[src/frontend_pkg.sv]
/*
 * Front-end control package with widths, register and state encodings,
 * and the packed structs shared by the settings, channel and pin blocks
 */
`default_nettype none

package frontend_pkg;

   // ----------------------------------------------------------
   // Sizes
   // ----------------------------------------------------------
   localparam int NUM_CHANNELS   = 2;    // Radio channels on the board
   localparam int SAMPLE_W       = 12;   // I or Q sample width
   localparam int WORD_W         = 32;   // Packed sample word and settings data
   localparam int SET_ADDR_W     = 8;    // Settings address width
   localparam int HOLDOFF_CYCLES = 64;   // Locked cycles before bus comes up
   localparam int HOLDOFF_W      = $clog2(HOLDOFF_CYCLES);

   // ----------------------------------------------------------
   // Encodings
   // ----------------------------------------------------------
   // Low address nibble of a settings write
   typedef enum logic [3:0] {
      ATR_IDLE   = 4'h0,
      ATR_RX     = 4'h1,
      ATR_TX     = 4'h2,
      ATR_FDX    = 4'h3,
      MISC_OUTS  = 4'h4,
      RADIO_CTRL = 4'h5
   } set_reg_e;

   // Radio state, selects one ATR word
   typedef enum logic [1:0] {
      IDLE        = 2'd0,
      RX_ONLY     = 2'd1,
      TX_ONLY     = 2'd2,
      FULL_DUPLEX = 2'd3
   } atr_state_e;

   // ----------------------------------------------------------
   // Buses
   // ----------------------------------------------------------
   typedef struct packed {
      logic                  stb;   // One write per high cycle
      logic [SET_ADDR_W-1:0] addr;  // Upper nibble target, lower nibble register
      logic [WORD_W-1:0]     data;
   } set_bus_t;

   typedef struct packed {
      logic       stb;
      set_reg_e   reg_sel;
      logic [7:0] data;             // Low byte of the settings data
   } chan_wr_t;

   typedef struct packed {
      logic tx_enable;
      logic sfdx_rx;
      logic sfdx_tx;
      logic srx_rx;
      logic srx_tx;
      logic led_rx;
      logic led_txrx_rx;
      logic led_txrx_tx;
   } fe_pins_t;

   typedef struct packed {
      logic tx_bandsel_a;
      logic tx_bandsel_b;
      logic rx_bandsel_a;
      logic rx_bandsel_b;
      logic rx_bandsel_c;
      logic ref_sel;                // Reference clock source
   } misc_pins_t;

   typedef struct packed {
      logic codec_arst;             // Codec interface reset
      logic mimo;                   // Two-channel mode
   } radio_ctrl_t;

   typedef struct packed {
      logic [SAMPLE_W-1:0] i;
      logic [SAMPLE_W-1:0] q;
   } iq_sample_t;

endpackage

`default_nettype wire

[src/settings_decoder.sv]
/*
 * Settings bus decoder. Splits each write into a per-channel register
 * write or a load of the global misc and radio control registers
 */
`default_nettype none

module settings_decoder (
   input  logic                      bus_clk,
   input  logic                      bus_rst,
   input  frontend_pkg::set_bus_t    set_in,
   output frontend_pkg::chan_wr_t    chan_wr [frontend_pkg::NUM_CHANNELS],
   output frontend_pkg::misc_pins_t  misc,
   output frontend_pkg::radio_ctrl_t radio_ctrl
);
   import frontend_pkg::*;

   logic [SET_ADDR_W-5:0] target;     // 0 global, 1+c channel c
   set_reg_e              reg_sel;
   logic [NUM_CHANNELS:0] wr_stb;     // Bit 0 global, bit c+1 channel c
   set_reg_e              wr_sel;
   logic [7:0]            wr_data;

   assign target  = set_in.addr[SET_ADDR_W-1:4];
   assign reg_sel = set_reg_e'(set_in.addr[3:0]);

   // ----------------------------------------------------------
   // Write strobe per target
   // ----------------------------------------------------------
   // Targets past the last channel match no bit
   always_ff @(posedge bus_clk or posedge bus_rst) begin
      if (bus_rst) begin
         wr_stb <= '0;
      end else begin
         for (int t = 0; t <= NUM_CHANNELS; t++) begin
            wr_stb[t] <= set_in.stb && (target == (SET_ADDR_W - 4)'(t));
         end
      end
   end

   // Register select and low data byte, shared by every target
   always_ff @(posedge bus_clk) begin
      if (set_in.stb) begin
         wr_sel  <= reg_sel;
         wr_data <= set_in.data[7:0];
      end
   end

   for (genvar c = 0; c < NUM_CHANNELS; c++) begin : g_chan_wr
      assign chan_wr[c] = '{stb: wr_stb[c + 1], reg_sel: wr_sel, data: wr_data};
   end

   // ----------------------------------------------------------
   // Global control registers
   // ----------------------------------------------------------
   always_ff @(posedge bus_clk or posedge bus_rst) begin
      if (bus_rst) begin
         misc       <= '0;
         radio_ctrl <= '0;
      end else if (wr_stb[0]) begin
         case (wr_sel)
            MISC_OUTS:  misc       <= misc_pins_t'(wr_data[5:0]);
            RADIO_CTRL: radio_ctrl <= radio_ctrl_t'(wr_data[1:0]);
            default:    ;                         // ATR slots unused globally
         endcase
      end
   end

endmodule

`default_nettype wire

[config.mk]
export PLATFORM = sky130hd
export DESIGN_NAME = settings_decoder
export DESIGN_NICKNAME = d
export VERILOG_FILES = /design/src/frontend_pkg.sv /design/src/settings_decoder.sv
export SDC_FILE = /design/constraint.sdc
export NUM_CORES = 1
export LEC_CHECK = 0
export BUFFER_PORTS_ARGS = -buffer_cell sky130_fd_sc_hd__buf_2
export CELL_PAD_IN_SITES_DETAIL_PLACEMENT = 1
export CELL_PAD_IN_SITES_GLOBAL_PLACEMENT = 1
export CORE_ASPECT_RATIO = 0.7
export CORE_MARGIN = 10
export CORE_UTILIZATION = 28
export CTS_BUF_LIST = sky130_fd_sc_hd__clkbuf_8
export DETAILED_ROUTE_END_ITERATION = 8
export PLACE_DENSITY_LB_ADDON = 0.1
export REMOVE_ABC_BUFFERS = 1
export SLEW_MARGIN = 20
export SYNTH_ARGS = -nofsm -noshare
export SYNTH_HDL_FRONTEND = slang
export SYNTH_SLANG_ARGS = --single-unit
[constraint.sdc]
create_clock -name bus_clk -period 1.6 [get_ports bus_clk]
set_input_delay 0.08 -clock bus_clk [delete_from_list [all_inputs] [get_ports bus_clk]]
set_output_delay 0.08 -clock bus_clk [all_outputs]
set_load 0.01 [all_outputs]
# [After elaboration in Yosys (flattened, before gate mapping)]
# Cells that the tools add are included.
[word_totals] regBits=23 input_bits=43 output_inout_bits=34 wordCells=21
[op_classes] n_eq_ne=4 reduce_logical=6
[ops] cell="== test 4 x 3 -> 1 bit (second input constant)" count=2
[ops] cell="== test 4 x 1 -> 1 bit (second input constant)" count=1
[ops] cell="== test 4 x 2 -> 1 bit (second input constant)" count=1
[ops] cell="logical NOT 4 bit" count=1
[ops] cell="AND reduction 2 bit" count=2
[ops] cell="logical AND 1 bit" count=3

# [Depth between registers and ports, before layout]
[logic_depth] ltp_word=2 depth_mapped=3 depth_no_buf=3

# [Least setup slack after synthesis]
# No wires, ideal clock.
[synth_timing] path_kind="register to register" start="reg wr_sel[1]" end="reg radio_ctrl[0] (netlist bit)" setup_ps=125 t_arrival_ps=1357 required_ps=1475 slack_ps=118 stages_incl_launch_ff=3 path_buffers=0 synth_period_minus_slack_ps=1482 cell_sequence="edfxtp_1 -> or4b_4 -> mux2_4"
[synth_via] elab_chain_cells=2
[synth_rtl] item="start, declared" line_no="settings_decoder.sv:20" text="set_reg_e wr_sel;"
[synth_rtl] item="start signal, assigned" line_no="settings_decoder.sv:43" text="wr_sel <= reg_sel;"
[synth_rtl] item="== test 4 x 3 -> 1 bit" line_no="settings_decoder.sv:60" text="case (wr_sel)"
[synth_rtl] item="AND reduction 2 bit (no line)"
[synth_rtl] item="end signal, assigned" line_no="settings_decoder.sv:62" text="RADIO_CTRL: radio_ctrl <= radio_ctrl_t'(wr_data[1:0]);"
[synth_rtl] item="end, declared" line_no="settings_decoder.sv:13" text="output frontend_pkg::radio_ctrl_t radio_ctrl"
# No other way between the ends.
# A chain may end at the register's enable or synchronous reset.

# [Worst setup path in the final report]
[layout_timing] start="reg wr_sel[1]" end="reg radio_ctrl[1] (netlist bit)"
# Same word-level chain as after synthesis.

==> results.py <==
metrics = {
    "status": {
        "outcome": "complete, no violations",
    },
    "global_route": {
        "grt_pass1_wl_mm": 3.80,
        "grt_max_degree": 15,
        "antenna_found_initial": 0,
        "first_global_vias": 718,
        "overflow": 0,
        "grt_use_total_pct": 8.34,
    },
    "clock_network": {
        "cts_setup_buffers": 0,
        "holdBufCountCts": 18,
        "worstSkewPairLatency_ns": 0.26,
        "cts_resized": 0,
        "numCtsBuffers": 3,
        "clk_pin_slew_ns": 0.08,
        "htreeDepth": 1,
        "cts_root_buf": "clkbuf_8",
        "cts_tree": "built",
        "clkSinkCount": 23,
        "cts_buffer_depth": 2,
    },
    "sta": {
        "maxSlewHeadroom_pct": 72.4,
        "hold_viol": 0,
        "post-route-period-util_pct": 93.0,
        "worst_pin_slew_ns": 0.414,
        "period_needed_ns": 1.49,
        "clock.fmax_mhz": 672,
        "finalSetupViolCount": 0,
        "skew_ns": 0.00306,
        "hold_ws_ns": 0.104,
        "setup_tns_ns": 0,
        "rsz0062_at_grt": "no",
        "slew_violations": 0,
    },
    "synth": {
        "synth_warnings": 0,
        "synth.area.top_cells": "edfxtp_1 (39%), dfrtp_1 (30%), buf_4 (11%)",
        "synth-seq-cells": 23,
        "yosysSeqAreaShare_pct": 69.5,
        "synth_cell_types": 13,
        "ys_async_sr_fraction_pct": 47.8,
        "synth_edf_count": 12,
        "yosys.area.top_type": "edfxtp_1",
        "synth.most_common_cell": "buf_4",
        "avgSynthCellArea_sq_um": 16.9,
        "syn_inst": 54,
        "netlist_area_sq_um": 915,
        "synth_common_cells": "buf_4 (14), edfxtp_1 (12), dfrtp_1 (11)",
        "synth_top_flop_cell": "edfxtp_1",
        "netlist.area_leader.share_pct": 39.4,
    },
    "worst_setup_path": {
        "cp_top_family": "simple AND/OR/NAND/NOR gates",
        "crit_fanout": 4,
        "critPathRequiredTime_ns": 1.75,
        "reg2reg_depth": 2,
        "r2r-start": "wr_sel[1]",
        "end_kind": "register",
        "cp-startpoint": "wr_sel[1]",
        "slowest_stage": "or4b_4",
        "cp_cell_sequence": "or4b_4 -> mux2_4",
        "cp.depth": 2,
        "slowest_delay_ns": 0.59,
        "crit_arrival_ns": 1.63,
        "crit_type": "register to register",
        "critPathBufInv": 0,
        "start_kind": "register",
    },
    "final_layout": {
        "diodes": 0,
        "fillers": 352,
        "syn2layout_area_growth_pct": 47.7,
        "nets": 159,
        "finalInstanceArea_sq_um": 1350,
        "drive_gt1_share_pct": 59.1,
    },
    "routing": {
        "via_per_inst": 4.22,
        "vias": 646,
        "totalWireLength_mm": 2.48,
        "detail-route-antenna-nets": 0,
        "firstDrtPassIters": 2,
        "post-route-drc-count": 0,
        "dr.first_iter.drc_count": 34,
        "wl_per_cell_um": 16.2,
    },
    "floorplan": {
        "row_count": 17,
        "core_area_sq_um": 3150,
        "dieArea_sq_um": 5990,
        "fp.dieW_um": 88.3,
        "initial_utilization_pct": 29.1,
        "die_height_um": 67.8,
        "ioPinCount": 77,
    },
    "placement": {
        "place_area_sq_um": 1120,
        "gp_congestion": 0.698,
        "port_buffers": 52,
    },
    "hold_path": {
        "hold_path_depth": 3,
        "hold_path.startpoint": "set_in[37]",
        "worstHoldPathType": "primary input to register",
    },
    "job": {
        "drv_cap": 0,
    },
    "power": {
        "ir_drop_uv": 504,
        "power_density_nw_per_um2": 903,
        "leakage_nw": 0.670,
    },
}
==> power breakdown <==
group / switching, mW / internal (mW)
Clock: 0.172 / 0.173
Combinational: 0.0861 / 0.0943
Sequential: 0.0292 / 0.666
==> area by class of cell <==
class                           count  area (sq um)  area share (%)
Clock buffer                        3          41.3            3.06
Clock inverter                      1          5.00           0.370
Inverter                            1          3.75           0.278
Multi-Input combinational cell     16           170            12.6
Sequential cell                    23           636            47.0
Tap cell                           38          47.5            3.52
Timing Repair Buffer               71           448            33.1
==> per-layer routing <==
layer	up-vias	GRT usage [%]	part of all wire, %
met1	319	7.28	35
met4	0	3.61	0.32
met3	2	3.44	9.0
met2	26	16.6	56
li1	299	-	-
met5	-	0	0
==> registers in the layout, indices dropped and copies added (netlist names) <==
name and count:
wr_sel 4, wr_stb 3, misc 6, radio_ctrl 2, wr_data 8
==> logic make-up after synthesis <==
group / synth area share [%]
flops: 69.5
buf+inv: 11.9
mux: 10.7
simple gates: 7.93
==> cell usage in the layout (no fill, tap or decap) <==
master	n
mux2_4	2
inv_1	1
nand2_2	1
clkinv_2	1
dlygate4sd3_1	18
nand2b_1	1
nor4b_1	1
mux2_2	6
nor4_4	1
nor4_1	2
clkbuf_8	3
edfxtp_1	12
dfrtp_1	11
buf_4	1
or4b_4	1
nand2_1	1
buf_2	52
==> through the flow <==
stage          setup WS, ns  utilization [%]  instances  power, mW
2_1_floorplan        0.0744                -         40      0.758
3_3_place_gp          0.136             35.7        131      0.856
3_5_place_dp          0.114             35.7        131      0.862
4_1_cts              0.0954             42.9        153       1.24
5_1_grt              0.0626             42.9        153       1.29
6_report              0.112             42.9        153       1.22
==> path summary, 6_finish.rpt <==
check | to | slack [ns]
worst min register to register | misc[4] | 0.51
worst max-delay path | radio_ctrl[1] | 0.11
max in group asynchronous | misc[5] | 0.97
min in group asynchronous | wr_stb[2] | 0.34
worst max register to register | radio_ctrl[1] | 0.11
worst min-delay path | wr_stb[1] | 0.10
==> worst register-to-register path, cell delays in order, from the launching register on <==
cell,delay (ns)
edfxtp_1,0.47
or4b_4,0.59
mux2_4,0.32
No activity file was read; power rests on OpenSTA's default activity.
