`config.mk`:
```
export PLATFORM = sky130hd
export DESIGN_NAME = fe_channel
export DESIGN_NICKNAME = d
export VERILOG_FILES = /design/src/frontend_pkg.sv /design/src/fe_channel.sv
export SDC_FILE = /design/constraint.sdc
export NUM_CORES = 1
export LEC_CHECK = 0
export BUFFER_PORTS_ARGS = -buffer_cell sky130_fd_sc_hd__clkbuf_2
export CORE_MARGIN = 3
export CORE_UTILIZATION = 49
export DETAILED_ROUTE_END_ITERATION = 10
export GPL_TIMING_DRIVEN = 0
export HOLD_SLACK_MARGIN = 0.1
export PLACE_DENSITY = 0.78
export SLEW_MARGIN = 30
export SYNTH_ARGS = -nofsm -noshare
export SYNTH_HDL_FRONTEND = slang
export SYNTH_SLANG_ARGS = --single-unit
```
`constraint.sdc`:
```
create_clock -name bus_clk -period 1.7 [get_ports bus_clk]
set_input_delay 0.34 -clock bus_clk [delete_from_list [all_inputs] [get_ports bus_clk]]
set_output_delay 0.34 -clock bus_clk [all_outputs]
set_load 0.02 [all_outputs]
```
`src/frontend_pkg.sv`:
```
/*
 * Front-end control package with widths, register and state encodings,
 * and the packed structs shared by the settings, channel and pin blocks
 */
`default_nettype none

package frontend_pkg;

   // ----------------------------------------------------------
   // Sizes
   // ----------------------------------------------------------
   localparam int NUM_CHANNELS   = 2;    // Radio channels on the board
   localparam int SAMPLE_W       = 12;   // I or Q sample width
   localparam int WORD_W         = 32;   // Packed sample word and settings data
   localparam int SET_ADDR_W     = 8;    // Settings address width
   localparam int HOLDOFF_CYCLES = 64;   // Locked cycles before bus comes up
   localparam int HOLDOFF_W      = $clog2(HOLDOFF_CYCLES);

   // ----------------------------------------------------------
   // Encodings
   // ----------------------------------------------------------
   // Low address nibble of a settings write
   typedef enum logic [3:0] {
      ATR_IDLE   = 4'h0,
      ATR_RX     = 4'h1,
      ATR_TX     = 4'h2,
      ATR_FDX    = 4'h3,
      MISC_OUTS  = 4'h4,
      RADIO_CTRL = 4'h5
   } set_reg_e;

   // Radio state, selects one ATR word
   typedef enum logic [1:0] {
      IDLE        = 2'd0,
      RX_ONLY     = 2'd1,
      TX_ONLY     = 2'd2,
      FULL_DUPLEX = 2'd3
   } atr_state_e;

   // ----------------------------------------------------------
   // Buses
   // ----------------------------------------------------------
   typedef struct packed {
      logic                  stb;   // One write per high cycle
      logic [SET_ADDR_W-1:0] addr;  // Upper nibble target, lower nibble register
      logic [WORD_W-1:0]     data;
   } set_bus_t;

   typedef struct packed {
      logic       stb;
      set_reg_e   reg_sel;
      logic [7:0] data;             // Low byte of the settings data
   } chan_wr_t;

   typedef struct packed {
      logic tx_enable;
      logic sfdx_rx;
      logic sfdx_tx;
      logic srx_rx;
      logic srx_tx;
      logic led_rx;
      logic led_txrx_rx;
      logic led_txrx_tx;
   } fe_pins_t;

   typedef struct packed {
      logic tx_bandsel_a;
      logic tx_bandsel_b;
      logic rx_bandsel_a;
      logic rx_bandsel_b;
      logic rx_bandsel_c;
      logic ref_sel;                // Reference clock source
   } misc_pins_t;

   typedef struct packed {
      logic codec_arst;             // Codec interface reset
      logic mimo;                   // Two-channel mode
   } radio_ctrl_t;

   typedef struct packed {
      logic [SAMPLE_W-1:0] i;
      logic [SAMPLE_W-1:0] q;
   } iq_sample_t;

endpackage

`default_nettype wire

```
`src/fe_channel.sv`:
```
/*
 * One radio channel front end. Holds the ATR words, drives the switch and
 * LED pins for the current radio state and packs RX samples into words
 */
`default_nettype none

module fe_channel (
   input  logic                            bus_clk,
   input  logic                            bus_rst,
   input  frontend_pkg::chan_wr_t          chan_wr,
   input  logic                            run_rx,
   input  logic                            run_tx,
   input  logic                            rx_stb,
   input  frontend_pkg::iq_sample_t        rx_in,
   output frontend_pkg::fe_pins_t          fe_pins,
   output logic [frontend_pkg::WORD_W-1:0] rx_word,
   output logic                            rx_word_stb
);
   import frontend_pkg::*;

   fe_pins_t   atr_word [4];          // One pin word per radio state
   atr_state_e state;

   // ----------------------------------------------------------
   // ATR register bank
   // ----------------------------------------------------------
   always_ff @(posedge bus_clk or posedge bus_rst) begin
      if (bus_rst) begin
         atr_word <= '{default: '0};
      end else if (chan_wr.stb) begin
         case (chan_wr.reg_sel)
            ATR_IDLE: atr_word[IDLE]        <= fe_pins_t'(chan_wr.data);
            ATR_RX:   atr_word[RX_ONLY]     <= fe_pins_t'(chan_wr.data);
            ATR_TX:   atr_word[TX_ONLY]     <= fe_pins_t'(chan_wr.data);
            ATR_FDX:  atr_word[FULL_DUPLEX] <= fe_pins_t'(chan_wr.data);
            default:  ;                         // Global registers live elsewhere
         endcase
      end
   end

   // Radio state from the run flags
   always_comb begin
      case ({run_tx, run_rx})
         2'b01:   state = RX_ONLY;
         2'b10:   state = TX_ONLY;
         2'b11:   state = FULL_DUPLEX;
         default: state = IDLE;
      endcase
   end

   always_ff @(posedge bus_clk or posedge bus_rst) begin
      if (bus_rst) begin
         fe_pins <= '0;
      end else begin
         fe_pins <= atr_word[state];            // One cycle after a run change
      end
   end

   // ----------------------------------------------------------
   // RX sample packing
   // ----------------------------------------------------------
   always_ff @(posedge bus_clk or posedge bus_rst) begin
      if (bus_rst) begin
         rx_word_stb <= 1'b0;
      end else begin
         rx_word_stb <= rx_stb;
      end
   end

   // I in the top half, Q in the bottom, low nibble of each zero
   always_ff @(posedge bus_clk) begin
      if (rx_stb) begin
         rx_word <= {rx_in.i, 4'h0, rx_in.q, 4'h0};
      end
   end

endmodule

`default_nettype wire

```
Word-level counts from Yosys, hierarchy flattened
Cells that the tools add are included.
{"block": "word_totals", "ff_bits": 65, "in_bits": 42}
{"block": "op_classes", "n_eq_ne": 6, "n_reduce_logical": 5, "n_lt_le_gt_ge": 1, "n_mux": 4, "bitwise": 1}
{"cell": "binary-select mux 8 bit (select 2 bit)", "count": 1}
{"cell": "two-way mux 8 bit", "count": 2}
{"cell": "== test 4 x 2 -> 1 bit, second input constant", "count": 2}
{"cell": "AND reduction 2 bit", "count": 4}
{"cell": "one-hot mux 2 bit (3 select lines)", "count": 1}
{"cell": "== test 2 bit, second input constant", "count": 2}
{"cell": "== test 4 x 1 -> 1 bit, second input constant", "count": 1}
{"cell": "logical NOT 4 bit", "count": 1}
{"cell": ">= comparator 3 bit, second input constant", "count": 1}
{"cell": "NOT 2 -> 3 bit", "count": 1}
{"cell": "== test 2 x 1 -> 1 bit, second input constant", "count": 1}

Logic depth before layout (Yosys ltp)
{"block": "logic_depth", "depth_word": 6, "depth_mapped": 4}

Least setup slack after synthesis
No wires, ideal clock.
{"block": "synth_path", "kind": "input port to flip-flop", "startpoint": "in chan_wr[10] (netlist name)", "endpoint": "reg atr_word[16] (netlist name)", "required_ns": 1.575, "arrival_time_ns": 1.253, "cell_stages": 3, "slack_ns": 0.322, "cell_sequence": "nand2b_4 nor4b_4 mux2_2"}
{"block": "synth_via", "elab_chain_cells": 2}
{"element": "start, declared", "line_no": "fe_channel.sv:10", "source": "input frontend_pkg::chan_wr_t chan_wr,"}
{"element": "== test 4 x 1 -> 1 bit", "line_no": "fe_channel.sv:31", "source": "case (chan_wr.reg_sel)"}
{"element": "AND reduction 2 bit (no line)"}
{"element": "end signal, assigned by index", "line_no": "fe_channel.sv:32", "source": "ATR_IDLE: atr_word[IDLE] <= fe_pins_t'(chan_wr.data);"}
{"element": "end signal, assigned by index", "line_no": "fe_channel.sv:33", "source": "ATR_RX: atr_word[RX_ONLY] <= fe_pins_t'(chan_wr.data);"}
{"element": "end signal, assigned by index", "line_no": "fe_channel.sv:34", "source": "ATR_TX: atr_word[TX_ONLY] <= fe_pins_t'(chan_wr.data);"}
{"element": "end, declared", "line_no": "fe_channel.sv:21", "source": "fe_pins_t atr_word [4];"}
No other way between the ends.
A chain may end at the register's enable or synchronous reset.

Worst setup path in the final report
{"block": "layout_path", "startpoint": "in chan_wr[10] (netlist name)", "endpoint": "reg atr_word[21] (netlist name)"}
The elaborated chain is that of the path after synthesis.

==> results.yml <==
outcome:
  status: "finished, final reports clean"
cts:
  cts.root.buffer_cell: "clkbuf_8"
  post-cts-setup-buffers: 0
  cts_max_path_buffers: 2
  numCtsBuffers: 9
  clk_pin_slew_ns: 0.07
  post_cts_resized: 0
  clock-sinks: 65
  worst_skew_pair.late_latency_ns: 0.33
  cts_tree: "yes"
  cts-hold-fix-buffers: 1
  cts_max_level: 3
sta:
  slew_violations: 0
  fmax_ghz: 0.7652
  relSlewSlack_pct: 59.35
  worst_slew_pin_slew_ns: 0.6072
  fin_skew_ns: 0.004039
  period_needed_ns: 1.307
  setup_viol: 0
  hold_slack_ns: 0.1816
  fin_ws_ns: 0.3932
  post-route-period-util_pct: 76.87
  rsz0062_at_grt: "no"
  hold_violations: 0
  fin_setup_tns_ns: 0
route:
  drc_errors: 0
  dr.pass1.iters: 4
  viasPerCell: 4.841
  vias: 1399
  drt_wl_total_mm: 4.706
  wl_per_cell_um: 16.28
  antenna_left: 0
  first_iter_violations: 68
worst_setup_path:
  worstPathCellList: "clkbuf_2 -> nand2b_4 -> nor4b_4 -> mux2_2"
  crit_type: "input pin to flop"
  critPathSlowestCell: "nor4b_4"
  end_kind: "flop"
  cp.required_ns: 1.91
  cp_max_fo: 8
  start_kind: "input pin"
  worstPathArrival_ns: 1.52
  max_stage_delay_ns: 0.54
synth:
  synthCells: 125
  ys_warn_count: 0
  synth.area.top_cells: "dfrtp_1, edfxtp_1, mux2_2"
  synth_edf_count: 24
  ys_top_cells_by_count: "dfrtp_1, mux2_2, edfxtp_1, buf_4, mux4_2"
  ys_ff_latch: 65
  synthDistinctLibCells: 14
  synth_area_per_cell_um2: 19.61
  async_flop_share_pct: 63.08
  yosysTopAreaCell: "dfrtp_1"
  yosysTopAreaCellShare_pct: 41.86
  synth_area_mm2: 0.002451
  ys_seq_area_share_pct: 71.26
  post-synth-top-count-cell: "dfrtp_1"
  synth_ff_type: "dfrtp_1"
power_and_ir_drop:
  intPower_mw: 2.899
  swShare_pct: 24.83
  p_clk_share_pct: 30.9
  cellPowerDensity_mw_per_mm2: 1233
  power.total_mw: 3.857
  ir_worst_vdd_mv: 0.5696
  p_switching_mw: 0.9575
  p_leak_nw: 1.444
  combPwrFrac_pct: 16.7
  seqPwrFrac_pct: 52.4
job:
  max_cap_violations: 0
final_layout:
  final_util_pct: 65.39
  drive_above_1_share_pct: 63.06
  instances_no_fill: 289
  diodes: 0
  area_delta_synth_final_pct: 27.67
  fin_nets: 259
  fin_area_mm2: 0.003129
place:
  hpwl_mm: 3.441
  dp_cells: 272
  preCtsSetupSlack_ns: -0.007250
  place_congestion: 0.6534
  dpl_cell_area_mm2: 0.002942
  port-buffer-count: 72
global_route:
  antenna_found_initial: 0
  grt_pass1_vias: 1468
  grt_overflow: 0
  grt_pass1_wl_mm: 7.548
  grt_max_degree: 30
  grtUsageTotal_pct: 17.02
floorplanning:
  rows: 25
  io_pins: 83
  dieArea_mm2: 0.005887
  chipWidth_um: 76.73
  core_mm2: 0.004786
  start_util_pct: 51.22
  die_height_um: 76.73
hold_path:
  hold_path_class: "input pin to flop"
layout by cell type (no fill, tap or decap):
| cell type | instances |
|---|---|
| dlygate4sd3_1 | 1 |
| inv_2 | 1 |
| clkbuf_1 | 2 |
| buf_2 | 3 |
| bufinv_16 | 1 |
| dfrtp_1 | 41 |
| nor4b_4 | 1 |
| mux4_2 | 8 |
| nor4b_2 | 1 |
| conb_1 | 8 |
| clkbuf_8 | 9 |
| mux2_2 | 32 |
| edfxtp_1 | 24 |
| nand4bb_1 | 1 |
| buf_12 | 1 |
| buf_4 | 9 |
| clkbuf_2 | 72 |
| clkinv_2 | 1 |
| nand2_1 | 1 |
| clkinv_1 | 3 |
| nand2b_4 | 1 |
| nor2b_1 | 1 |
layer usage:
| metal | vias up | GRT usage (%) | share of wire (%) |
|---|---|---|---|
| met1 | 693 | 21.52 | 43 |
| met2 | 71 | 26.39 | 46 |
| met4 | 0 | 5.435 | 0.89 |
| met3 | 6 | 7.629 | 9.6 |
| li1 | 629 | - | - |
| met5 | - | 0 | 0 |
final timing paths:
check	endpoint	depth (start not counted)	slack, ns	startpoint
max in group asynchronous	atr_word[17]$_DFFE_PP0P_	4	0.76	bus_rst
max	atr_word[21]$_DFFE_PP0P_	4	0.39	chan_wr[10]
min in group asynchronous	rx_word_stb$_DFF_PP0_	3	0.50	bus_rst
min reg2reg	atr_word[16]$_DFFE_PP0P_	1	0.50	atr_word[16]$_DFFE_PP0P_
min	rx_word[5]$_DFFE_PP_	1	0.18	rx_in[1]
max reg2reg	fe_pins[2]$_DFF_PP0_	1	0.72	atr_word[2]$_DFFE_PP0P_
state kept, by name, indices dropped and copies added (netlist names):
register,count
rx_word,24
fe_pins,8
atr_word,32
rx_word_stb,1
power groups by stage:
stage	Combinational [mW]	Clock, mW	Sequential [mW]
after floorplan	0.305	0	2.15
after global placement	0.625	0	2.04
after detailed placement	0.648	0	2.05
after CTS	0.650	1.22	2.02
after global routing	0.689	1.29	2.05
final	0.643	1.19	2.02
critical path: cells and delay by family:
family                 cells  cell delay, ns
AND/OR/NAND/NOR            2            0.69
multiplexers               1            0.40
buffers and inverters      1            0.09
kinds of logic after synthesis:
family / after synthesis / synth area share [%]
buf+inv: 13 / 3.522
other cells: 1 / 0.1530
flops: 65 / 71.26
mux: 40 / 22.05
simple gates: 6 / 3.011
final cells by class:
| class | instances | area [um^2] |
|---|---|---|
| Clock inverter | 5 | 46.29 |
| Buffer | 12 | 82.58 |
| Multi-Input combinational cell | 54 | 644.4 |
| Tap cell | 67 | 83.83 |
| Inverter | 1 | 3.754 |
| Fill cell | 361 | 1657 |
| Clock buffer | 11 | 131.4 |
| Sequential cell | 65 | 1747 |
| Timing Repair Buffer | 74 | 390.4 |
No activity file was read; power rests on OpenSTA's default activity.
