===== src/frontend_pkg.sv =====
/*
 * Front-end control package with widths, register and state encodings,
 * and the packed structs shared by the settings, channel and pin blocks
 */
`default_nettype none

package frontend_pkg;

   // ----------------------------------------------------------
   // Sizes
   // ----------------------------------------------------------
   localparam int NUM_CHANNELS   = 2;    // Radio channels on the board
   localparam int SAMPLE_W       = 12;   // I or Q sample width
   localparam int WORD_W         = 32;   // Packed sample word and settings data
   localparam int SET_ADDR_W     = 8;    // Settings address width
   localparam int HOLDOFF_CYCLES = 64;   // Locked cycles before bus comes up
   localparam int HOLDOFF_W      = $clog2(HOLDOFF_CYCLES);

   // ----------------------------------------------------------
   // Encodings
   // ----------------------------------------------------------
   // Low address nibble of a settings write
   typedef enum logic [3:0] {
      ATR_IDLE   = 4'h0,
      ATR_RX     = 4'h1,
      ATR_TX     = 4'h2,
      ATR_FDX    = 4'h3,
      MISC_OUTS  = 4'h4,
      RADIO_CTRL = 4'h5
   } set_reg_e;

   // Radio state, selects one ATR word
   typedef enum logic [1:0] {
      IDLE        = 2'd0,
      RX_ONLY     = 2'd1,
      TX_ONLY     = 2'd2,
      FULL_DUPLEX = 2'd3
   } atr_state_e;

   // ----------------------------------------------------------
   // Buses
   // ----------------------------------------------------------
   typedef struct packed {
      logic                  stb;   // One write per high cycle
      logic [SET_ADDR_W-1:0] addr;  // Upper nibble target, lower nibble register
      logic [WORD_W-1:0]     data;
   } set_bus_t;

   typedef struct packed {
      logic       stb;
      set_reg_e   reg_sel;
      logic [7:0] data;             // Low byte of the settings data
   } chan_wr_t;

   typedef struct packed {
      logic tx_enable;
      logic sfdx_rx;
      logic sfdx_tx;
      logic srx_rx;
      logic srx_tx;
      logic led_rx;
      logic led_txrx_rx;
      logic led_txrx_tx;
   } fe_pins_t;

   typedef struct packed {
      logic tx_bandsel_a;
      logic tx_bandsel_b;
      logic rx_bandsel_a;
      logic rx_bandsel_b;
      logic rx_bandsel_c;
      logic ref_sel;                // Reference clock source
   } misc_pins_t;

   typedef struct packed {
      logic codec_arst;             // Codec interface reset
      logic mimo;                   // Two-channel mode
   } radio_ctrl_t;

   typedef struct packed {
      logic [SAMPLE_W-1:0] i;
      logic [SAMPLE_W-1:0] q;
   } iq_sample_t;

endpackage

`default_nettype wire


===== src/fe_pin_map.sv =====
/*
 * Board pin stage. Registers the front-end and misc pins next to the pads
 * and captures a debug word from the raw RX samples
 */
`default_nettype none

module fe_pin_map (
   input  logic                     bus_clk,
   input  logic                     bus_rst,
   input  frontend_pkg::fe_pins_t   fe_in [frontend_pkg::NUM_CHANNELS],
   input  frontend_pkg::misc_pins_t misc_in,
   input  logic                     dbg_stb,
   input  frontend_pkg::iq_sample_t dbg_s0,
   input  frontend_pkg::iq_sample_t dbg_s1,
   output frontend_pkg::fe_pins_t   fe_pins [frontend_pkg::NUM_CHANNELS],
   output frontend_pkg::misc_pins_t misc_pins,
   output logic [31:0]              debug_bus
);
   import frontend_pkg::*;

   // ----------------------------------------------------------
   // Output pin registers
   // ----------------------------------------------------------
   // Flop next to the pads, keeps routing short
   always_ff @(posedge bus_clk or posedge bus_rst) begin
      if (bus_rst) begin
         for (int c = 0; c < NUM_CHANNELS; c++) begin
            fe_pins[c] <= '0;
         end
         misc_pins <= '0;
      end else begin
         for (int c = 0; c < NUM_CHANNELS; c++) begin
            fe_pins[c] <= fe_in[c];
         end
         misc_pins <= misc_in;                  // Band selects and ref select
      end
   end

   // ----------------------------------------------------------
   // Debug bus
   // ----------------------------------------------------------
   // Channel 1 I top byte, then channel 0 Q and I
   always_ff @(posedge bus_clk or posedge bus_rst) begin
      if (bus_rst) begin
         debug_bus <= '0;
      end else if (dbg_stb) begin
         debug_bus <= {dbg_s1.i[SAMPLE_W-1:SAMPLE_W-8], dbg_s0.q, dbg_s0.i};
      end
   end

endmodule

`default_nettype wire


===== config.mk =====
export PLATFORM = sky130hd
export DESIGN_NAME = fe_pin_map
export DESIGN_NICKNAME = d
export VERILOG_FILES = /design/src/frontend_pkg.sv /design/src/fe_pin_map.sv
export SDC_FILE = /design/constraint.sdc
export NUM_CORES = 1
export LEC_CHECK = 0
export BUFFER_PORTS_ARGS = -buffer_cell sky130_fd_sc_hd__buf_4
export CORE_MARGIN = 2
export CORE_UTILIZATION = 30
export CTS_BUF_LIST = sky130_fd_sc_hd__clkbuf_2 sky130_fd_sc_hd__clkbuf_4 sky130_fd_sc_hd__clkbuf_8
export DETAILED_ROUTE_END_ITERATION = 6
export PLACE_DENSITY = 0.63
export SLEW_MARGIN = 20
export SYNTH_ARGS = -nofsm -noshare
export SYNTH_HDL_FRONTEND = slang
export SYNTH_SLANG_ARGS = --single-unit

===== constraint.sdc =====
create_clock -name bus_clk -period 2.75 [get_ports bus_clk]
set_clock_uncertainty 0.2 [all_clocks]
set_input_delay 0.825 -clock bus_clk [delete_from_list [all_inputs] [get_ports bus_clk]]
set_output_delay 0.825 -clock bus_clk [all_outputs]
set_load 0.005 [all_outputs]

# Yosys cells after proc, flatten, opt, wreduce, memory -nomap -nowiden
# Cells that the tools add are included.
# totals
input_bits	73
register_bits	54

# Logic depth before layout (Yosys ltp)
# Gate-level depths: netlist of run 1.
# logic_depth
depth_word	0
mapped_depth	3

# Worst setup path before layout of run 1
# OpenSTA, ideal clock, no wires.
# synth_timing
path_kind	input port to flip-flop
startpoint	input port dbg_stb
endpoint	register debug_bus[0]
t_arrival_ns	1.367
slack_ns	1.058
stages	3
setup_ns	0.125
required_ns	2.425
cell_sequence	buf_6 > buf_12 > mux2_4
# synth_rtl
element	line	text
start, declared	fe_pin_map.sv:12	input logic dbg_stb,
end signal, assigned	fe_pin_map.sv:47	debug_bus <= {dbg_s1.i[SAMPLE_W-1:SAMPLE_W-8], dbg_s0.q, dbg_s0.i};
end, declared	fe_pin_map.sv:17	output logic [31:0] debug_bus
# No word-level cell between the ends.

# Final worst setup path of run 1
# layout_timing
startpoint	register debug_bus[10]
endpoint	output port debug_bus[10]
# No word-level cell between the ends.

==> reports/qor.yml, run 1 <==
outcome:
  status: "finished, final reports clean"
power_and_ir_drop:
  leakagePower_uw: 0.00149
  p_per_area_nw_per_um2: 593
  ir_drop_uv: 267
timing:
  fin_tns_setup_ps: 0
  fin_crit_ps: 1880
  slew_viol_final: 0
  max_slew_margin: 0.618
  period_share: 0.683
  rsz0062_at_grt: "false"
  max_freq_mhz: 532
  worstMarginPinSlew_ps: 573
  finalHoldViolations: 0
  setup_viol: 0
setup_path:
  start_kind: "register"
  critPathBufInv: 1
  rr_endpoint: "debug_bus[30]"
  crit_fanout: 2
  cp_data_arrival_time_ps: 850
  critPathKind: "register to primary output"
  cpLargestDelayFamily: "flip-flops"
  cp.required_ps: 1730
  max_stage_delay_ps: 410
  endpoint_kind: "primary output"
  crit_chain: "buf_4"
  rr_startpoint: "debug_bus[30]"
  ff2ff_setup_slack_ps: 1770
  crit_slowest_cell: "dfrtp_1"
  r2r_cells: 1
floorplan:
  die_area_um2: 6980
  rows: 28
  coreArea_um2: 6030
  fp.dieH_um: 83.6
  die_w_um: 83.6
  io_pins: 127
  start_util: 0.315
clock_tree:
  post_cts_buffers: 0
  numCtsBuffers: 5
  clock-root-buffer: "clkbuf_8"
  clock_sinks: 54
  postCtsHoldBufs: 0
  path_clk_slew_ps: 100
  htree_levels: 2
  cts-resized-gates: 0
  tritoncts: "done"
  clk_latency_ps: 300
  clk_path_buf_depth: 2
detailed_routing:
  drc_errors: 0
  final_antenna_net_count: 0
  drt_iter0_markers: 24
  firstDrtPassIters: 4
  wl_per_cell_um: 14.5
  wirelength_mm: 4.09
  vias: 1166
  vias_per_cell: 4.15
layout:
  syn_to_final_growth_pct: 51.8
  nets: 278
  antenna_cells: 0
  utilization: 0.479
  drive_above_1_share: 0.738
logic_synthesis:
  ys_ff_latch: 54
  syn_area_um2: 1900
  synth_area_per_cell_um2: 20.9
  synthDistinctLibCells: 6
  syn_inst: 91
  ys_seq_area_frac: 0.711
  syn_nets: 164
  ys.warnings.count: 0
flow_run:
  max_cap_viol_count: 0
global_routing:
  grt_pass1_vias: 1355
  grt_use_total: 0.124
  antenna_found_initial: 0
  grt_pass1_wl_mm: 6.71
  globalRouteOverflowTotal: 0
  grt_max_degree: 36
place:
  dp_hpwl_mm: 3.04
  portBuffers: 110
  gp_congestion: 0.675
worst_hold_path:
  holdCritPathClass: "input port to asynchronous set/reset pin"
placed cells by master, fill, tap and decap left out, drive strengths merged:
master / count
mux2: 32
bufinv: 1
clkinv: 1
dfrtp: 54
inv: 2
buf: 111
clkbuf: 5
how the worst max path moves through the flow:
stage                              from             to  slack (ps)  cells past startpoint
after floorplan                 bus_rst   debug_bus[0]         410                      1
final                     debug_bus[10]  debug_bus[10]         870                      1
after CTS                 debug_bus[30]  debug_bus[30]         850                      1
after global routing       debug_bus[7]   debug_bus[7]         830                      1
after detailed placement        dbg_stb  debug_bus[11]         710                      2
after global placement          dbg_stb  debug_bus[12]         720                      2
cells in the mapped netlist (all sizes together):
master | instances | area [µm²]
mux2 | 32 | 473
buf | 4 | 71.3
dfrtp | 54 | 1350
inv | 1 | 3.75
state kept, by name (all words and copies together) (netlist names):
name and cells:
misc_pins 6, fe_pins 16, debug_bus 32
report_power, final:
| part | internal [µW] | total [µW] | switching (µW) |
|---|---|---|---|
| Combinational | 194 | 277 | 82.5 |
| Sequential | 857 | 889 | 32.5 |
| Clock | 276 | 544 | 268 |
final cells by class:
class / count / area (µm²)
fillers: 543 / 3140
flip-flops and latches: 54 / 1350
repair buffers: 111 / 846
multi-input cells: 32 / 473
well taps: 75 / 93.8
clock buffers: 5 / 68.8
clock inverters: 3 / 47.5
inverters: 1 / 3.75
per-stage QoR:
stage / cell area (µm²) / setup WS [ps] / cells / power, µW / hold slack [ps]
detailed placement: 2770 / 713 / 273 / 1190 / 294
finish: 2880 / 871 / 281 / 1710 / 311
global route: 2880 / 827 / 281 / 1800 / 332
CTS: 2880 / 855 / 281 / 1740 / 317
floorplan: 1900 / 410 / 91 / 1020 / 305
global placement: 2770 / 722 / 273 / 1180 / 294
routing by layer:
metal | up-vias | global-route usage | wire [µm]
met2 | 61 | 0.204 | 2140
met3 | 4 | 0.0504 | 363
met4 | 0 | 0.0411 | 53
li1 | 534 | - | -
met5 | - | 0 | 0
met1 | 567 | 0.149 | 1540
cells by family after synthesis:
family,count (synthesis),share of synthesized area
buffers and inverters,5,0.0395
flip-flops,54,0.711
multiplexers,32,0.249
No activity file was read; power rests on OpenSTA's default activity.
==> inputs of run 2 (changes only) <==
==> constraint.sdc (replaced) <==
create_clock -name bus_clk -period 2 [get_ports bus_clk]
set_clock_uncertainty 0.2 [all_clocks]
set_input_delay 0.6 -clock bus_clk [delete_from_list [all_inputs] [get_ports bus_clk]]
set_output_delay 0.6 -clock bus_clk [all_outputs]
set_load 0.005 [all_outputs]
==> run 2 against run 1 <==
Effect of this change:
- clock power up 13%
- register-to-register slack got worse by 750 ps
- core utilization is 0.69 points higher
- critical path depth is the same
- routed wire length is 0.29% higher
- power grew 31%
- setup slack worse by 520 ps
- critical path type unchanged
- highest routed layer unchanged
==> reports/qor.yml, run 2 (same netlist as run 1, synthesis figures left out) <==
outcome:
  status: "finished, final reports clean"
setup_path:
  max_stage_delay_ps: 400
  crit_fanout: 2
  ff2ff_setup_slack_ps: 1020
  endpoint_kind: "primary output"
  critPathBufInv: 1
  cp_data_arrival_time_ps: 840
  cpLargestDelayFamily: "flip-flops"
  start_kind: "register"
  cp.required_ps: 1200
  critPathKind: "register to primary output"
  crit_slowest_cell: "dfrtp_1"
  crit_chain: "buf_4"
place:
  portBuffers: 110
  dp_hpwl_mm: 3.13
  gp_congestion: 0.682
  pre_cts_ws_ps: 421
  placed_cells: 276
  placed_area_um2: 2830
detailed_routing:
  final_antenna_net_count: 0
  drc_errors: 0
  vias_per_cell: 4.20
  drt_iter0_markers: 26
  vias: 1192
  firstDrtPassIters: 2
  wl_per_cell_um: 14.4
  wirelength_mm: 4.10
floorplan:
  start_util: 0.315
  coreArea_um2: 6030
  die_w_um: 83.6
  die_area_um2: 6980
  io_pins: 127
  fp.dieH_um: 83.6
  rows: 28
power_and_ir_drop:
  p_per_area_nw_per_um2: 763
  ir_drop_uv: 451
  leakagePower_uw: 0.00150
  power_uw: 2230
clock_tree:
  numCtsBuffers: 5
  clk_path_buf_depth: 2
  htree_levels: 2
  cts-resized-gates: 0
  clk_latency_ps: 300
  post_cts_buffers: 0
  clock-root-buffer: "clkbuf_8"
  postCtsHoldBufs: 0
  tritoncts: "done"
  clock_sinks: 54
  path_clk_slew_ps: 100
timing:
  worstMarginPinSlew_ps: 190
  worst_slack_ps: 355
  max_slew_margin: 0.873
  period_share: 0.822
  max_freq_mhz: 608
  finalHoldViolations: 0
  fin_tns_setup_ps: 0
  fin_crit_ps: 1640
  slew_viol_final: 0
  setup_viol: 0
  rsz0062_at_grt: "false"
global_routing:
  antenna_found_initial: 0
  globalRouteOverflowTotal: 0
  grt_pass1_vias: 1352
  grt_use_total: 0.122
  grt_max_degree: 36
  grt_pass1_wl_mm: 6.62
layout:
  fin_cells: 284
  drive_above_1_share: 0.742
  top_register: "debug_bus"
  syn_to_final_growth_pct: 54.0
  antenna_cells: 0
  layout_common_cells: "buf_4 (110), dfrtp_1 (54), mux2_4 (30)"
  nets: 281
  largest_reg_flops: 32
  top_regs: "debug_bus x32, fe_pins x16, misc_pins x6"
  layout_commonest_cell: "buf_4"
  finalInstanceArea_um2: 2930
flow_run:
  max_cap_viol_count: 0
worst_hold_path:
  holdCritPathClass: "input port to asynchronous set/reset pin"
==> run 2: cell count changes in the layout (fill, tap and decap cells not counted), sizes merged <==
cell | previous run | this run
bufinv | 1 | 0
buf | 111 | 114
inv | 2 | 1
clkinvlp | 0 | 2
==> run 2: report_power, final <==
group	internal [µW]	switching, µW	total (µW)
clock network	253	360	613
registers	1180	42.6	1220
logic	279	120	399
total	1710	523	2230
==> run 2: metal layers <==
metal / GRT usage / wire length (µm) / up-vias
met2: 0.183 / 1930 / 72
met1: 0.141 / 1520 / 581
met5: 0 / 0 / -
met4: 0.0484 / 54 / 0
met3: 0.0762 / 589 / 4
li1: - / - / 535
==> run 2: area by class of cell <==
type,instances,area [µm²]
Clock buffer,5,68.8
Clock inverter,3,25.0
Fill cell,544,3100
Inverter,1,7.51
Multi-Input combinational cell,32,473
Sequential cell,54,1350
Tap cell,75,93.8
Timing Repair Buffer,114,906
==> run 2: worst paths after layout <==
path                          startpoint            end  cells past startpoint
setup reg to reg           debug_bus[25]  debug_bus[25]                      1
hold / removal                   bus_rst  debug_bus[30]                      3
max in group asynchronous        bus_rst     fe_pins[1]                      3
hold reg to reg            debug_bus[29]  debug_bus[29]                      1
min in group bus_clk            fe_in[6]     fe_pins[6]                      1
setup / recovery           debug_bus[25]  debug_bus[25]                      1
==> run 2: stage by stage <==
step                       util  hold WS, ps
after CTS                 0.485          118
final                     0.485          130
after detailed placement  0.470          293
after floorplan               -          305
after global routing      0.485          123
after global placement    0.470          294
==> inputs of run 3 (changes only) <==
--- a/config.mk
+++ b/config.mk
@@ -10,7 +10,7 @@
 export CORE_UTILIZATION = 30
 export CTS_BUF_LIST = sky130_fd_sc_hd__clkbuf_2 sky130_fd_sc_hd__clkbuf_4 sky130_fd_sc_hd__clkbuf_8
 export DETAILED_ROUTE_END_ITERATION = 6
-export PLACE_DENSITY = 0.63
+export PLACE_DENSITY = 0.65
 export SLEW_MARGIN = 20
 export SYNTH_ARGS = -nofsm -noshare
 export SYNTH_HDL_FRONTEND = slang
==> constraint.sdc (replaced) <==
create_clock -name bus_clk -period 1.3 [get_ports bus_clk]
set_clock_uncertainty 0.2 [all_clocks]
set_input_delay 0.39 -clock bus_clk [delete_from_list [all_inputs] [get_ports bus_clk]]
set_output_delay 0.39 -clock bus_clk [all_outputs]
set_load 0.005 [all_outputs]
==> run 3 against run 2 <==
Effect of this change:
- worst hold slack lost 25 ps
- routed wire length grew 18%
- clock-buffer cell count is the same
- cell area grew 21%
- global-route usage grew 1.9 points
- highest routed layer unchanged
- via count grew 12%
- the run now ends with negative setup slack left
- largest cell class is now non-clock buffers
==> reports/qor.yml, run 3 (same netlist as run 1, synthesis figures left out) <==
timing:
  finalHoldViolations: 0
  rsz0062_at_grt: "true"
  max_freq_mhz: 692
  period_share: 1.11
  slew_viol_final: 0
  worstMarginPinSlew_ps: 288
  max_slew_margin: 0.808
  worst_slack_ps: -146
  setup_viol: 54
  fin_crit_ps: 1450
setup_path:
  max_stage_delay_ps: 420
  ff2ff_setup_slack_ps: 80
  cp.required_ps: 710
  rr_startpoint: "debug_bus[14]"
  crit_fanout: 2
  crit_slowest_cell: "dfrtp_1"
  start_kind: "register"
  critPathKind: "register to primary output"
  cpLargestDelayFamily: "flip-flops"
  endpoint_kind: "primary output"
  crit_chain: "buf_6"
  rr_endpoint: "debug_bus[14]"
  cp_data_arrival_time_ps: 860
  critPathBufInv: 1
  r2r_cells: 3
  startpoint: "debug_bus[2]"
layout:
  finalInstanceArea_um2: 3530
  n_fill_cell: 465
  antenna_cells: 0
  top_regs: "debug_bus x32, fe_pins x16, misc_pins x6"
  layout_commonest_cell: "buf_4"
  top_register: "debug_bus"
  nets: 328
  layout_common_cells: "buf_4 (81), dfrtp_1 (54), buf_6 (54)"
  syn_to_final_growth_pct: 85.8
  fin_cells: 331
  drive_above_1_share: 0.699
  largest_reg_flops: 32
clock_tree:
  tritoncts: "done"
  htree_levels: 2
  clock-root-buffer: "clkbuf_8"
  clk_latency_ps: 310
  clk_path_buf_depth: 2
  clock_sinks: 54
  path_clk_slew_ps: 100
  numCtsBuffers: 5
global_routing:
  antenna_found_initial: 0
  grt_max_degree: 55
  globalRouteOverflowTotal: 0
  grt_pass1_vias: 1569
  grt_pass1_wl_mm: 7.74
  grt_use_total: 0.142
detailed_routing:
  final_antenna_net_count: 0
  drc_errors: 0
  vias: 1335
  firstDrtPassIters: 3
  drt_iter0_markers: 27
  wirelength_mm: 4.84
  wl_per_cell_um: 14.6
  vias_per_cell: 4.03
outcome:
  status: "finished, violations left"
  failed_checks: "negative setup slack"
floorplan:
  die_area_um2: 6980
  io_pins: 127
  coreArea_um2: 6030
  start_util: 0.315
  die_w_um: 83.6
  fp.dieH_um: 83.6
  rows: 28
worst_hold_path:
  whs_path_depth: 2
  hold_end: "debug_bus[6]"
  holdCritPathClass: "input port to register"
  holdCritStartpoint: "dbg_s0[18]"
power_and_ir_drop:
  p_per_area_nw_per_um2: 1060
  leakagePower_uw: 0.00178
  power_uw: 3750
  ir_drop_uv: 883
place:
  portBuffers: 110
  gp_congestion: 0.716
  placed_cells: 276
  placed_area_um2: 2820
  dp_hpwl_mm: 3.07
flow_run:
  max_cap_viol_count: 0
## run 3: cell types whose count changed in the layout (fill, tap and decap cells not counted), sizes merged
cell | before | now
clkinvlp | 2 | 1
clkinv | 1 | 2
dlygate4sd3 | 0 | 23
buf | 114 | 138
## run 3: final cells by class
| type | instances | area [µm²] | share of cell area |
|---|---|---|---|
| repair buffers | 161 | 1510 | 0.427 |
| inverters | 1 | 7.51 | 0.00213 |
| well taps | 75 | 93.8 | 0.0266 |
| multi-input cells | 32 | 473 | 0.134 |
| clock inverters | 3 | 28.8 | 0.00815 |
| clock buffers | 5 | 68.8 | 0.0195 |
| flip-flops and latches | 54 | 1350 | 0.383 |
## run 3: worst max-delay path by stage
stage	to	slack (ps)	depth (start not counted)
floorplan	debug_bus[0]	40	3
global placement	debug_bus[17]	-50	3
detailed placement	debug_bus[2]	-60	3
CTS	debug_bus[10]	-150	1
global route	misc_pins[0]	-190	1
finish	debug_bus[2]	-150	1
## run 3: through the flow
step,setup TNS [ps],hold WS [ps],setup WS [ps],utilization
global route,-8190,88.2,-188,0.586
detailed placement,-1430,295,-61.7,0.468
CTS,-6820,90.3,-147,0.573
floorplan,0,221,42.8,-
finish,-6140,105,-146,0.586
global placement,-1130,286,-48.8,0.468
## run 3: what timing repair did
action / CTS / global route
resized for setup: 54 / 0
hold buffers: 23 / 0
setup buffers: 14 / 10
setup endpoints to repair: 54 / 54
hold endpoints to repair: 76 / 0
## run 3: power by group
part	switching, µW	leakage [µW]	total (µW)	internal [µW]
sequential	91.1	0.000631	1900	1810
combinational	220	0.00109	856	636
clock	591	0.0000502	992	400
## run 3: per-layer routing
metal	vias to the layer above	routed length (µm)	track usage
met2	65	2520	0.236
met4	0	149	0.0645
met3	12	378	0.0514
li1	629	-	-
met1	629	1800	0.162
met5	-	0	0
